--- src/scoreboard_cpu_pkg.sv ---
`default_nettype none

package scoreboard_cpu_pkg;

    // Architectural sizes
    localparam int NUM_REG     = 16;
    localparam int DATA_W      = 16;
    localparam int PC_W        = 8;
    localparam int ID_W        = 8;
    localparam int IMM_W       = 8;

    // Multiplier latency, also the number of multiplies that can be in flight
    localparam int MUL_STAGES  = 3;

    localparam int STORE_DEPTH = 4;

    // Derived widths
    localparam int REG_ID_W    = $clog2(NUM_REG);
    localparam int SQ_PTR_W    = $clog2(STORE_DEPTH);
    localparam int SQ_CNT_W    = $clog2(STORE_DEPTH + 1);

    typedef logic [DATA_W-1:0]   data_t;
    typedef logic [REG_ID_W-1:0] reg_id_t;
    typedef logic [PC_W-1:0]     pc_t;
    typedef logic [ID_W-1:0]     inst_id_t;
    typedef logic [IMM_W-1:0]    imm_t;

    // One bit per architectural register
    typedef logic [NUM_REG-1:0]  reg_mask_t;

    typedef enum logic [2:0] {
        OP_ST      = 3'd0,
        OP_CMP_GT  = 3'd1,
        OP_ADD_IMM = 3'd2,
        OP_ADD     = 3'd3,
        OP_SHL     = 3'd4,
        OP_SHR     = 3'd5,
        OP_MUL     = 3'd6,
        OP_BZ      = 3'd7
    } op_t;

endpackage

`default_nettype wire

--- src/scoreboard_cpu_if.sv ---
`default_nettype none

// Dispatch from the issue stage into the ALU and the multiplier
interface issue_if;
    import scoreboard_cpu_pkg::*;

    logic    alu_vld;
    logic    mul_vld;
    op_t     op;
    reg_id_t dst;
    data_t   src0_val;
    data_t   src1_val;
    imm_t    imm;

    modport src  (output alu_vld, mul_vld, op, dst, src0_val, src1_val, imm);
    modport sink (input  alu_vld, mul_vld, op, dst, src0_val, src1_val, imm);
endinterface

// Two independent register write ports, one per execution unit
interface wb_if;
    import scoreboard_cpu_pkg::*;

    logic    alu_vld;
    reg_id_t alu_reg;
    data_t   alu_data;
    logic    mul_vld;
    reg_id_t mul_reg;
    data_t   mul_data;

    modport src  (output alu_vld, alu_reg, alu_data, mul_vld, mul_reg, mul_data);
    modport sink (input  alu_vld, alu_reg, alu_data, mul_vld, mul_reg, mul_data);
endinterface

interface store_if;
    import scoreboard_cpu_pkg::*;

    logic     push;
    inst_id_t id;
    data_t    addr;
    data_t    data;
    logic     full;

    modport src  (output push, id, addr, data, input  full);
    modport sink (input  push, id, addr, data, output full);
endinterface

`default_nettype wire

--- src/fetch_ctrl.sv ---
`default_nettype none

module fetch_ctrl (
    input  logic                         clk,
    input  logic                         rst_n,

    output logic                         fetch_vld,
    input  logic                         fetch_rdy,
    output scoreboard_cpu_pkg::pc_t      fetch_pc,
    output scoreboard_cpu_pkg::inst_id_t fetch_id,

    input  logic                         inst_vld,
    input  logic                         inst_last,
    input  scoreboard_cpu_pkg::imm_t     inst_imm,

    input  logic                         inst_accept,
    input  logic                         br_taken,

    output logic                         last_issued
);
    import scoreboard_cpu_pkg::*;

    // Pc of the presented instruction, or the address still to be fetched
    // once the presented instruction has gone
    pc_t      pc_q;
    inst_id_t id_q;
    logic     req_wait;
    logic     fetch_xfer;

    assign fetch_xfer = fetch_vld && fetch_rdy;

    // Only one fetch is outstanding at a time
    assign fetch_vld = !last_issued &&
                       ((!req_wait && !inst_vld) || (inst_accept && !inst_last));

    always_comb begin
        if (inst_accept) begin
            fetch_pc = br_taken ? pc_t'(inst_imm) : pc_q + pc_t'(1);
        end else begin
            fetch_pc = pc_q;
        end
    end

    assign fetch_id = id_q;

    always_ff @(posedge clk or negedge rst_n) begin
        if (!rst_n) begin
            pc_q     <= '0;
            id_q     <= '0;
            req_wait <= 1'b0;
        end else begin
            req_wait <= fetch_xfer;
            if (fetch_xfer || inst_accept) begin
                pc_q <= fetch_pc;
            end
            if (fetch_xfer) begin
                id_q <= id_q + inst_id_t'(1);
            end
        end
    end

    always_ff @(posedge clk or negedge rst_n) begin
        if (!rst_n) begin
            last_issued <= 1'b0;
        end else if (inst_accept && inst_last) begin
            last_issued <= 1'b1;
        end
    end

endmodule

`default_nettype wire

--- src/issue_stage.sv ---
`default_nettype none

module issue_stage (
    input  logic                         clk,
    input  logic                         rst_n,

    input  logic                         inst_vld,
    output logic                         inst_rdy,
    input  scoreboard_cpu_pkg::op_t      inst_op,
    input  scoreboard_cpu_pkg::inst_id_t inst_id,
    input  scoreboard_cpu_pkg::reg_id_t  inst_dst,
    input  scoreboard_cpu_pkg::reg_id_t  inst_src0,
    input  scoreboard_cpu_pkg::reg_id_t  inst_src1,
    input  scoreboard_cpu_pkg::imm_t     inst_imm,

    output logic                         inst_accept,
    output logic                         br_taken,

    output scoreboard_cpu_pkg::reg_id_t  rd_addr0,
    output scoreboard_cpu_pkg::reg_id_t  rd_addr1,
    input  scoreboard_cpu_pkg::data_t    rd_data0,
    input  scoreboard_cpu_pkg::data_t    rd_data1,

    issue_if.src                         iss,
    wb_if.sink                           wb,
    store_if.src                         st,

    output logic                         none_pending
);
    import scoreboard_cpu_pkg::*;

    reg_mask_t pend_q;
    reg_mask_t set_mask;
    reg_mask_t clr_mask;
    logic      is_alu;
    logic      is_mul;
    logic      is_st;
    logic      is_bz;
    logic      writes_dst;
    logic      use_src1;
    logic      hazard;

    assign is_alu = inst_op inside {OP_CMP_GT, OP_ADD_IMM, OP_ADD, OP_SHL, OP_SHR};
    assign is_mul = (inst_op == OP_MUL);
    assign is_st  = (inst_op == OP_ST);
    assign is_bz  = (inst_op == OP_BZ);

    assign writes_dst = is_alu || is_mul;
    assign use_src1   = !(inst_op == OP_ADD_IMM || is_bz);

    // A BZ waits here until its condition register has been written back
    assign hazard = pend_q[inst_src0] ||
                    (use_src1 && pend_q[inst_src1]) ||
                    (writes_dst && pend_q[inst_dst]) ||
                    (is_st && st.full);

    assign inst_accept = inst_vld && !hazard;
    assign inst_rdy    = inst_accept;
    assign br_taken    = inst_accept && is_bz && (rd_data0 == '0);

    assign rd_addr0 = inst_src0;
    assign rd_addr1 = inst_src1;

    assign iss.alu_vld  = inst_accept && is_alu;
    assign iss.mul_vld  = inst_accept && is_mul;
    assign iss.op       = inst_op;
    assign iss.dst      = inst_dst;
    assign iss.src0_val = rd_data0;
    assign iss.src1_val = rd_data1;
    assign iss.imm      = inst_imm;

    assign st.push = inst_accept && is_st;
    assign st.id   = inst_id;
    assign st.addr = rd_data0 + data_t'(inst_imm);
    assign st.data = rd_data1;

    always_comb begin
        set_mask = '0;
        clr_mask = '0;
        if (inst_accept && writes_dst) begin
            set_mask[inst_dst] = 1'b1;
        end
        if (wb.alu_vld) begin
            clr_mask[wb.alu_reg] = 1'b1;
        end
        if (wb.mul_vld) begin
            clr_mask[wb.mul_reg] = 1'b1;
        end
    end

    // A new issue to a register wins over a writeback clearing it in the same cycle
    always_ff @(posedge clk or negedge rst_n) begin
        if (!rst_n) begin
            pend_q <= '0;
        end else begin
            pend_q <= (pend_q & ~clr_mask) | set_mask;
        end
    end

    assign none_pending = (pend_q == '0);

    // Every result coming back from the units belongs to a pending register
    a_wb_was_pending : assert property (@(posedge clk) disable iff (!rst_n)
        (wb.alu_vld |-> pend_q[wb.alu_reg]) and (wb.mul_vld |-> pend_q[wb.mul_reg]));

endmodule

`default_nettype wire

--- src/reg_file.sv ---
`default_nettype none

module reg_file (
    input  logic                        clk,
    input  logic                        rst_n,

    input  scoreboard_cpu_pkg::reg_id_t rd_addr0,
    input  scoreboard_cpu_pkg::reg_id_t rd_addr1,
    output scoreboard_cpu_pkg::data_t   rd_data0,
    output scoreboard_cpu_pkg::data_t   rd_data1,

    wb_if.sink                          wb
);
    import scoreboard_cpu_pkg::*;

    data_t regs [NUM_REG];

    // Reads are combinational so operands are ready in the issue cycle
    assign rd_data0 = regs[rd_addr0];
    assign rd_data1 = regs[rd_addr1];

    always_ff @(posedge clk or negedge rst_n) begin
        if (!rst_n) begin
            for (int i = 0; i < NUM_REG; i++) begin
                regs[i] <= '0;
            end
        end else begin
            if (wb.alu_vld) begin
                regs[wb.alu_reg] <= wb.alu_data;
            end
            if (wb.mul_vld) begin
                regs[wb.mul_reg] <= wb.mul_data;
            end
        end
    end

    a_no_write_collision : assert property (@(posedge clk) disable iff (!rst_n)
        !(wb.alu_vld && wb.mul_vld && (wb.alu_reg == wb.mul_reg)));

endmodule

`default_nettype wire

--- src/exec_units.sv ---
`default_nettype none

module exec_units (
    input  logic clk,
    input  logic rst_n,

    issue_if.sink iss,
    wb_if.src     wb
);
    import scoreboard_cpu_pkg::*;

    data_t   alu_res;
    data_t   mul_prod;

    logic    alu_vld_q;
    reg_id_t alu_reg_q;
    data_t   alu_data_q;

    logic [MUL_STAGES-1:0] mul_vld_q;
    reg_id_t               mul_reg_q  [MUL_STAGES];
    data_t                 mul_data_q [MUL_STAGES];

    always_comb begin
        case (iss.op)
            OP_CMP_GT:  alu_res = data_t'(iss.src0_val > iss.src1_val);
            OP_ADD_IMM: alu_res = iss.src0_val + data_t'(iss.imm);
            OP_ADD:     alu_res = iss.src0_val + iss.src1_val;
            OP_SHL:     alu_res = iss.src0_val << iss.src1_val[3:0];
            OP_SHR:     alu_res = iss.src0_val >> iss.src1_val[3:0];
            default:    alu_res = '0;
        endcase
    end

    // Low half of the product only
    assign mul_prod = iss.src0_val * iss.src1_val;

    always_ff @(posedge clk or negedge rst_n) begin
        if (!rst_n) begin
            alu_vld_q <= 1'b0;
            mul_vld_q <= '0;
        end else begin
            alu_vld_q <= iss.alu_vld;
            mul_vld_q <= {mul_vld_q[MUL_STAGES-2:0], iss.mul_vld};
        end
    end

    always_ff @(posedge clk) begin
        if (iss.alu_vld) begin
            alu_reg_q  <= iss.dst;
            alu_data_q <= alu_res;
        end
    end

    // The product is formed in the first stage and then carried along
    always_ff @(posedge clk) begin
        mul_reg_q[0]  <= iss.dst;
        mul_data_q[0] <= mul_prod;
        for (int s = 1; s < MUL_STAGES; s++) begin
            mul_reg_q[s]  <= mul_reg_q[s-1];
            mul_data_q[s] <= mul_data_q[s-1];
        end
    end

    assign wb.alu_vld  = alu_vld_q;
    assign wb.alu_reg  = alu_reg_q;
    assign wb.alu_data = alu_data_q;

    assign wb.mul_vld  = mul_vld_q[MUL_STAGES-1];
    assign wb.mul_reg  = mul_reg_q[MUL_STAGES-1];
    assign wb.mul_data = mul_data_q[MUL_STAGES-1];

endmodule

`default_nettype wire

--- src/store_queue.sv ---
`default_nettype none

module store_queue (
    input  logic                         clk,
    input  logic                         rst_n,

    store_if.sink                        st,

    output logic                         write_mem_vld,
    input  logic                         write_mem_rdy,
    output scoreboard_cpu_pkg::inst_id_t write_mem_id,
    output scoreboard_cpu_pkg::data_t    write_mem_addr,
    output scoreboard_cpu_pkg::data_t    write_mem_data,

    output logic                         empty
);
    import scoreboard_cpu_pkg::*;

    inst_id_t id_mem   [STORE_DEPTH];
    data_t    addr_mem [STORE_DEPTH];
    data_t    data_mem [STORE_DEPTH];

    logic [SQ_PTR_W-1:0] wr_ptr;
    logic [SQ_PTR_W-1:0] rd_ptr;
    logic [SQ_CNT_W-1:0] count;
    logic                pop;

    assign pop = write_mem_vld && write_mem_rdy;

    always_ff @(posedge clk or negedge rst_n) begin
        if (!rst_n) begin
            wr_ptr <= '0;
            rd_ptr <= '0;
            count  <= '0;
        end else begin
            if (st.push) begin
                wr_ptr <= (wr_ptr == SQ_PTR_W'(STORE_DEPTH - 1)) ? '0 : wr_ptr + 1'b1;
            end
            if (pop) begin
                rd_ptr <= (rd_ptr == SQ_PTR_W'(STORE_DEPTH - 1)) ? '0 : rd_ptr + 1'b1;
            end
            if (st.push && !pop) begin
                count <= count + 1'b1;
            end else if (pop && !st.push) begin
                count <= count - 1'b1;
            end
        end
    end

    always_ff @(posedge clk) begin
        if (st.push) begin
            id_mem[wr_ptr]   <= st.id;
            addr_mem[wr_ptr] <= st.addr;
            data_mem[wr_ptr] <= st.data;
        end
    end

    assign st.full = (count == SQ_CNT_W'(STORE_DEPTH));
    assign empty   = (count == '0);

    // Head entry drives the memory port directly
    assign write_mem_vld  = !empty;
    assign write_mem_id   = id_mem[rd_ptr];
    assign write_mem_addr = addr_mem[rd_ptr];
    assign write_mem_data = data_mem[rd_ptr];

    a_no_push_when_full : assert property (@(posedge clk) disable iff (!rst_n)
        st.push |-> !st.full);

    a_held_under_backpressure : assert property (@(posedge clk) disable iff (!rst_n)
        (write_mem_vld && !write_mem_rdy) |=>
            (write_mem_vld && $stable(write_mem_id) && $stable(write_mem_addr) &&
             $stable(write_mem_data)));

endmodule

`default_nettype wire

--- src/scoreboard_cpu.sv ---
`default_nettype none

module scoreboard_cpu (
    input  logic                         clk,
    input  logic                         rst_n,

    output logic                         fetch_vld,
    input  logic                         fetch_rdy,
    output scoreboard_cpu_pkg::pc_t      fetch_pc,
    output scoreboard_cpu_pkg::inst_id_t fetch_id,

    input  logic                         inst_vld,
    output logic                         inst_rdy,
    input  scoreboard_cpu_pkg::op_t      inst_op,
    input  scoreboard_cpu_pkg::inst_id_t inst_id,
    input  scoreboard_cpu_pkg::reg_id_t  inst_dst,
    input  scoreboard_cpu_pkg::reg_id_t  inst_src0,
    input  scoreboard_cpu_pkg::reg_id_t  inst_src1,
    input  scoreboard_cpu_pkg::imm_t     inst_imm,
    input  logic                         inst_last,

    output logic                         write_mem_vld,
    input  logic                         write_mem_rdy,
    output scoreboard_cpu_pkg::inst_id_t write_mem_id,
    output scoreboard_cpu_pkg::data_t    write_mem_addr,
    output scoreboard_cpu_pkg::data_t    write_mem_data,

    output logic                         exec_finish
);
    import scoreboard_cpu_pkg::*;

    logic    inst_accept;
    logic    br_taken;
    logic    last_issued;
    logic    none_pending;
    logic    sq_empty;
    reg_id_t rd_addr0;
    reg_id_t rd_addr1;
    data_t   rd_data0;
    data_t   rd_data1;

    issue_if iss_bus ();
    wb_if    wb_bus ();
    store_if st_bus ();

    fetch_ctrl u_fetch (
        .clk         (clk),
        .rst_n       (rst_n),
        .fetch_vld   (fetch_vld),
        .fetch_rdy   (fetch_rdy),
        .fetch_pc    (fetch_pc),
        .fetch_id    (fetch_id),
        .inst_vld    (inst_vld),
        .inst_last   (inst_last),
        .inst_imm    (inst_imm),
        .inst_accept (inst_accept),
        .br_taken    (br_taken),
        .last_issued (last_issued)
    );

    issue_stage u_issue (
        .clk          (clk),
        .rst_n        (rst_n),
        .inst_vld     (inst_vld),
        .inst_rdy     (inst_rdy),
        .inst_op      (inst_op),
        .inst_id      (inst_id),
        .inst_dst     (inst_dst),
        .inst_src0    (inst_src0),
        .inst_src1    (inst_src1),
        .inst_imm     (inst_imm),
        .inst_accept  (inst_accept),
        .br_taken     (br_taken),
        .rd_addr0     (rd_addr0),
        .rd_addr1     (rd_addr1),
        .rd_data0     (rd_data0),
        .rd_data1     (rd_data1),
        .iss          (iss_bus.src),
        .wb           (wb_bus.sink),
        .st           (st_bus.src),
        .none_pending (none_pending)
    );

    reg_file u_rf (
        .clk      (clk),
        .rst_n    (rst_n),
        .rd_addr0 (rd_addr0),
        .rd_addr1 (rd_addr1),
        .rd_data0 (rd_data0),
        .rd_data1 (rd_data1),
        .wb       (wb_bus.sink)
    );

    exec_units u_exec (
        .clk   (clk),
        .rst_n (rst_n),
        .iss   (iss_bus.sink),
        .wb    (wb_bus.src)
    );

    store_queue u_sq (
        .clk            (clk),
        .rst_n          (rst_n),
        .st             (st_bus.sink),
        .write_mem_vld  (write_mem_vld),
        .write_mem_rdy  (write_mem_rdy),
        .write_mem_id   (write_mem_id),
        .write_mem_addr (write_mem_addr),
        .write_mem_data (write_mem_data),
        .empty          (sq_empty)
    );

    // Nothing can be issued after the last instruction, so this stays high once set
    assign exec_finish = last_issued && none_pending && sq_empty;

endmodule

`default_nettype wire

--- config.mk ---
export PLATFORM = sky130hd
export DESIGN_NAME = scoreboard_cpu
export DESIGN_NICKNAME = d
export VERILOG_FILES = /design/src/scoreboard_cpu_pkg.sv /design/src/scoreboard_cpu_if.sv /design/src/fetch_ctrl.sv /design/src/issue_stage.sv /design/src/reg_file.sv /design/src/exec_units.sv /design/src/store_queue.sv /design/src/scoreboard_cpu.sv
export SDC_FILE = /design/constraint.sdc
export NUM_CORES = 1
export LEC_CHECK = 0
export BUFFER_PORTS_ARGS = -buffer_cell sky130_fd_sc_hd__buf_2
export CAP_MARGIN = 20
export CORE_ASPECT_RATIO = 0.75
export CORE_MARGIN = 2
export CORE_UTILIZATION = 25
export DETAILED_ROUTE_END_ITERATION = 10
export HOLD_SLACK_MARGIN = 0.12
export PLACE_DENSITY_LB_ADDON = 0.05
export SYNTH_ARGS = -nofsm -noshare
export SYNTH_HDL_FRONTEND = slang
export SYNTH_SLANG_ARGS = --single-unit
--- constraint.sdc ---
create_clock -name clk -period 8.7 [get_ports clk]
set_input_delay 0.435 -clock clk [delete_from_list [all_inputs] [get_ports clk]]
set_output_delay 0.435 -clock clk [all_outputs]
set_load 0.05 [all_outputs]
# [After elaboration in Yosys (flattened, before gate mapping)]
# Memory sizes are Yosys's and may differ from the RTL's.
# Cells that the tools add are included.
[word_totals] register_bits=321 mem_bits_rw=220 inputBits=37 out_inout_bits=60 n_memories=5
[memory_table] memory="u_sq.addr_mem" words=4 width=16 rd=1 rd_ports_with_merged_regs=0 wr=1 line="store_queue.sv:20" rtl="data_t addr_mem [STORE_DEPTH];"
[memory_table] memory="u_sq.data_mem" words=4 width=16 rd=1 rd_ports_with_merged_regs=0 wr=1 line="store_queue.sv:21" rtl="data_t data_mem [STORE_DEPTH];"
[memory_table] memory="u_exec.mul_data_q" words=3 width=16 rd=3 rd_ports_with_merged_regs=0 wr=3 line="exec_units.sv:21" rtl="data_t mul_data_q [MUL_STAGES];"
[memory_table] memory="u_sq.id_mem" words=4 width=8 rd=1 rd_ports_with_merged_regs=0 wr=1 line="store_queue.sv:19" rtl="inst_id_t id_mem [STORE_DEPTH];"
[memory_table] memory="u_exec.mul_reg_q" words=3 width=4 rd=3 rd_ports_with_merged_regs=0 wr=3 line="exec_units.sv:20" rtl="reg_id_t mul_reg_q [MUL_STAGES];"
[classes] add_sub_neg=8 mul=1 magnitude_cmp=15 n_eq_ne=10 shifts=2 mux=38 bitwise=8 n_reduce_logical=47
[ops] cell="bitwise mux 256 bit" n=2
[ops] cell="2-to-1 mux 256 bit" n=2
[ops] cell="2-to-1 mux 16 bit" n=9
[ops] cell="binary-select mux 16 bit (select 4 bit)" n=2
[ops] cell="demux 16 bit (select 4 bit)" n=2
[ops] cell="one-hot mux 16 bit (5 select lines)" n=1
[ops] cell="zero test 16 bit" n=2
[ops] cell="bitwise OR 16 bit" n=2
[ops] cell="logical AND 1 bit" n=25
[ops] cell="< comparator 4 x 5 -> 1 bit (second input constant)" n=5
[ops] cell="greater-or-equal comparator 5 bit (second input constant)" n=4
[ops] cell="inverter 4 -> 5 bit" n=4
[ops] cell="adder 16 bit" n=1
[ops] cell="adder 16 x 8 -> 16 bit" n=1
[ops] cell="adder 8 x 1 -> 8 bit (second input constant)" n=2
[ops] cell="bitwise AND 16 bit" n=1
[ops] cell="> comparator 16 bit" n=1
[ops] cell="multiplier 16 x 16 -> 16 bit" n=1
[ops] cell="2-to-1 mux 8 bit" n=2
[ops] cell="inverter 16 bit" n=1
[ops] cell="<< shifter 16 x 4 -> 16 bit" n=1
[ops] cell="right shift 16 x 4 -> 16 bit" n=1
[ops] cell="equality test 3 bit (second input constant)" n=5
[ops] cell="binary-select mux 1 bit (select 4 bit)" n=3
[ops] cell="other kinds (17)" n=49

# [Logic depth before layout (Yosys ltp)]
[depth] ltp_word=14 ltp_mapped=30 depth_no_buf=26

# [Hierarchy]
# From an unflattened synthesis, not the netlist that was laid out.
[unflattened] hier_cells=3524 hier_area_um2=35665.5
[modules_own_cells] module="reg_file" instances=1 cells_per_inst=1876 area_per_inst_um2=17092.6
[modules_own_cells] module="exec_units" instances=1 cells_per_inst=960 area_per_inst_um2=8541.9
[modules_own_cells] module="store_queue" instances=1 cells_per_inst=248 area_per_inst_um2=6252.2
[modules_own_cells] module="issue_stage" instances=1 cells_per_inst=342 area_per_inst_um2=2813.9
[modules_own_cells] module="fetch_ctrl" instances=1 cells_per_inst=97 area_per_inst_um2=958.4
[modules_own_cells] module="scoreboard_cpu" instances=1 cells_per_inst=1 area_per_inst_um2=6.3

# [Least setup slack after synthesis]
# Ideal clock, no wire load.
[synth_timing] kind="input to register" from="input inst_src1[0]" to="memory u_exec.mul_data_q[0][15] in the netlist's numbering" setup_ns=0.072 t_arrival_ns=6.801 required_ns=8.628 path_slack_ns=1.827 cell_stages=27 n_path_buf=6 cell_sequence="buf_6 -> buf_12 -> buf_12 -> mux4_1 -> mux4_2 -> clkbuf_1 -> inv_1 -> buf_2 -> clkbuf_1 -> a21oi_1 -> fa_1 -> inv_1 -> fa_1 -> inv_1 -> ha_1 -> fa_1 -> fa_1 -> inv_1 -> fa_1 -> inv_1 -> ha_1 -> nor2b_1 -> o21a_1 -> nor3_1 -> nor2_1 -> o41ai_1 -> xnor2_1"
[synth_lines] item="from (decl)" line="scoreboard_cpu.sv:18" rtl="input scoreboard_cpu_pkg::reg_id_t inst_src1,"
[synth_lines] item="to (decl)" line="exec_units.sv:21"

==> summary.md <==
| Metric | Value |
|---|---|
| Ys async rst share | 55.6% |
| Nets | 3148 |
| CTS tree | yes |
| Chip height | 318 µm |
| Clock Pin Slew Worst Setup and Hold Paths | 60 ps |
| First-pass GRT wire length | 191000 µm |
| DR iter-0 viols | 1984 |
| CP arrival | 7410 ps |
| Post-DP HPWL | 88800 µm |
| Largest regs | u_rf.regs x256, u_sq.addr_mem x64, u_sq.data_mem x64 |
| Peak VDD IR | 0.000161 V |
| Post-Syn Instances | 2881 |
| Adder-cell share of the synthesized area | 8.78% |
| Syn Nets | 3099 |
| Max reg flops | 256 |
| Overflow after GRT | 0 |
| Syn Area/Cell | 11.4 µm² |
| CTS root buffer | clkbuf_16 |
| Simple-Gate Fraction of Synth Area | 9.07% |
| Cell Area, Synth | 32800 µm² |
| Placed Area | 35300 µm² |
| Multiplexer share of the synthesized area | 22.5% |
| Compound-gate portion of the synthesized area | 9.37% |
| Relative slew slack | 30.9% |
| Biggest register | u_rf.regs |
| Vias per cell | 4.96 |
| CTS Buf Count | 61 |
| Post-synth top flop | dfrtp_1 |
| Hold WC Path Type | in2reg |
| XOR/XNOR share of the synthesized area | 2.15% |
| Placed insts | 4598 |
| Wire per inst | 28.3 µm |
| Total power | 8850 µW |
| Final Setup Violations | 0 |
| ANT nets after route | 0 |
| Clk Latency, worst-skew pair | 690 ps |
| Largest net degree at the start of global routing | 145 |
| WS Path Type | in2reg |
| Post-route cell area | 37700 µm² |
| CTS H-Tree Depth | 2 |
| DR vias | 23489 |
| Period utilization | 78.6% |
| Hold Fails Final Rpt | 0 |
| RSZ-0062 raised after global routing | no |
| Yosys Warn Count | 0 |
| Max-capacitance violation count | 0 |
| Share of layout cells above drive strength 1 | 16.8% |
| Fin Clk Skew | 66.8 ps |
| # resized after CTS | 0 |
| Port Buffers | 96 |
| Pwr Density | 235 nW/µm² |
| Final critical-path required period | 6840 ps |
| Rows | 115 |
| Final WL | 134000 µm |
| Clock Path Buffers | 3 |
| Post-synthesis sequential element count | 541 |
| Largest family of logic cells by synthesized area | multiplexers |
| Clk sinks | 541 |
| Setup_tns | 0 ps |
| Post-CTS setup buffer count | 0 |
| Crit start category | primary input |
| Final std cells w/o fill | 4738 |
| First-pass iteration count of the detailed router | 7 |
| Hold-fix buffer count after cts | 24 |
| Synth-to-Final Area Change | 14.9% |
| Worst Path Max Fanout | 27 |
| Core ar. | 131000 µm² |
| CP Data Required Time | 9270 ps |
| Initial Utilization | 25.1% |
| Worst-margin pin slew | 1030 ps |
| Total track usage | 19.8% |
| Final core occ | 28.9% |
| Netlist cell types | 85 |
| Final Max Tran Viols | 0 |
| Seq/Total Area, Yosys | 43.1% |
| Vias in the first global route | 23874 |
| Initial antenna violation count | 8 |
| Leakage power | 0.0158 µW |
| CP endpoint kind | flop |
| GP Congestion | 0.871 |
| # DRC | 0 |
| Number of diodes | 0 |
| Die area | 134000 µm² |
| Max Freq | 146 MHz |
| EDFF count, synth | 180 |
| Die W | 422 µm |
| Top Ports | 97 |
| Status | complete, no violations |
-- cell usage after synthesis (5+ instances only) --
library cell    n  area [µm²]
a22oi_1        19         143
a32o_1          5        50.1
a21oi_1       228        1140
fa_1           82        1640
a221o_1        16         160
buf_2          17        85.1
o21a_1          5        37.5
clkbuf_1      155         582
buf_1          28         105
nand4_1         8        50.1
nand3_1        20         100
ha_1           99        1240
nand2_1       253         950
o21ai_0       138         691
nor2_1        272        1020
edfxtp_1      180        5410
mux4_1         21         552
buf_6           5        56.3
xor2_1         17         149
inv_1         165         619
o21bai_1       10        75.1
o21ai_1         5        25.0
o22ai_1         7        43.8
and3_1         19         119
a21o_1         13        97.6
buf_4           6        45.0
dfrtp_1       301        7530
o211ai_1        9        67.6
nor4_1          9        56.3
a21boi_0        5        37.5
nor3b_1        12        90.1
mux2_2         10         113
nor3_1         13        65.1
mux4_2        168        3780
mux2i_1       292        2920
nor2b_1        20         125
a22o_1          6        52.6
a221oi_1       11        96.3
nand2b_1       10        62.6
clkbuf_8        6        82.6
xnor2_1        59         517
dfxtp_1        60        1200
and2_1         24         150
-- worst max-delay path, cell delays in order --
cell      delay, ps
buf_4           250
nor2_1          570
a221oi_1        280
o21bai_1        740
nand2_2         430
ha_1            340
xnor2_1         130
ha_1            200
a31oi_1         200
fa_1            490
fa_1            550
fa_1            570
inv_1            50
fa_1            480
inv_1            50
fa_1            480
inv_1            50
ha_1            310
o21ai_0         170
nor2_1           80
o41ai_1         330
xnor2_1         160
-- path summary, 6_finish.rpt --
check                                               from                  endpoint  slack (ps)  depth (start not counted)
max in group asynchronous                          rst_n            u_rf.regs[139]        6670                          4
worst max register to register            u_rf.regs[196]  u_exec.mul_data_q[0][15]        1970                         23
worst min-delay path                       write_mem_rdy            u_sq.rd_ptr[0]         220                          3
worst max-delay path                        inst_src0[1]  u_exec.mul_data_q[0][15]        1860                         22
min in group asynchronous                          rst_n            u_rf.regs[216]         320                          2
worst min register to register  u_exec.mul_data_q[0][22]  u_exec.mul_data_q[0][38]         270                          0
-- metrics by stage --
| step | setup slack, ps | hold WS [ps] |
|---|---|---|
| 2_1_floorplan | 1830 | 139 |
| 3_3_place_gp | 1170 | 315 |
| 3_5_place_dp | 1240 | 312 |
| 4_1_cts | 1920 | 172 |
| 5_1_grt | 1530 | 196 |
| 6_report | 1860 | 217 |
-- power breakdown --
group	internal, µW	total, µW	switching (µW)
logic	958	2660	1700
clock network	1650	2820	1170
registers	2970	3370	402
total	5580	8850	3270
-- layout by cell type, fill, tap and decap left out, types with 14 or more instances in the layout --
cell type,instances
buf_4,87
buf_2,91
clkbuf_16,63
and2_1,24
mux4_1,21
a22oi_1,19
a221o_1,16
nor2b_1,20
xor2_1,17
mux4_2,168
nand2_1,253
dfrtp_1,299
ha_1,99
xnor2_1,59
a21oi_1,228
o21ai_0,137
dfxtp_1,60
clkbuf_1,14
nor2_1,262
dlygate4sd3_1,24
edfxtp_1,180
fa_1,82
nand3_1,16
mux2i_1,292
inv_1,165
and3_1,15
-- metal layers --
metal / vias to the layer above / global-route usage, % / part of all wire [%]
li1: 10477 / - / -
met3: 123 / 3.44 / 5.5
met1: 12210 / 31.1 / 52
met5: - / 0 / 0.0097
met2: 677 / 28.1 / 41
met4: 2 / 3.82 / 1.8
-- logic make-up (layout without fill, tap and decap cells) --
family                   after synthesis  after routing
AND/OR/NAND/NOR                      685            685
flip-flops                           541            541
AO/OA/AOI/OAI                        516            516
multiplexers                         493            493
buffers and inverters                387            489
adder cells (fa/ha/maj)              181            181
XOR/XNOR                              78             78
-- final cells by class --
cell class              instances  area, µm²
fillers                     13499      92900
repair buffers                207       1440
well taps                    1755       2200
flip-flops and latches        541      14100
clock inverters                32        420
multi-input cells            1953      17200
clock buffers                  84       1730
inverters                     166        623
Power figures use the tool's default switching activity.
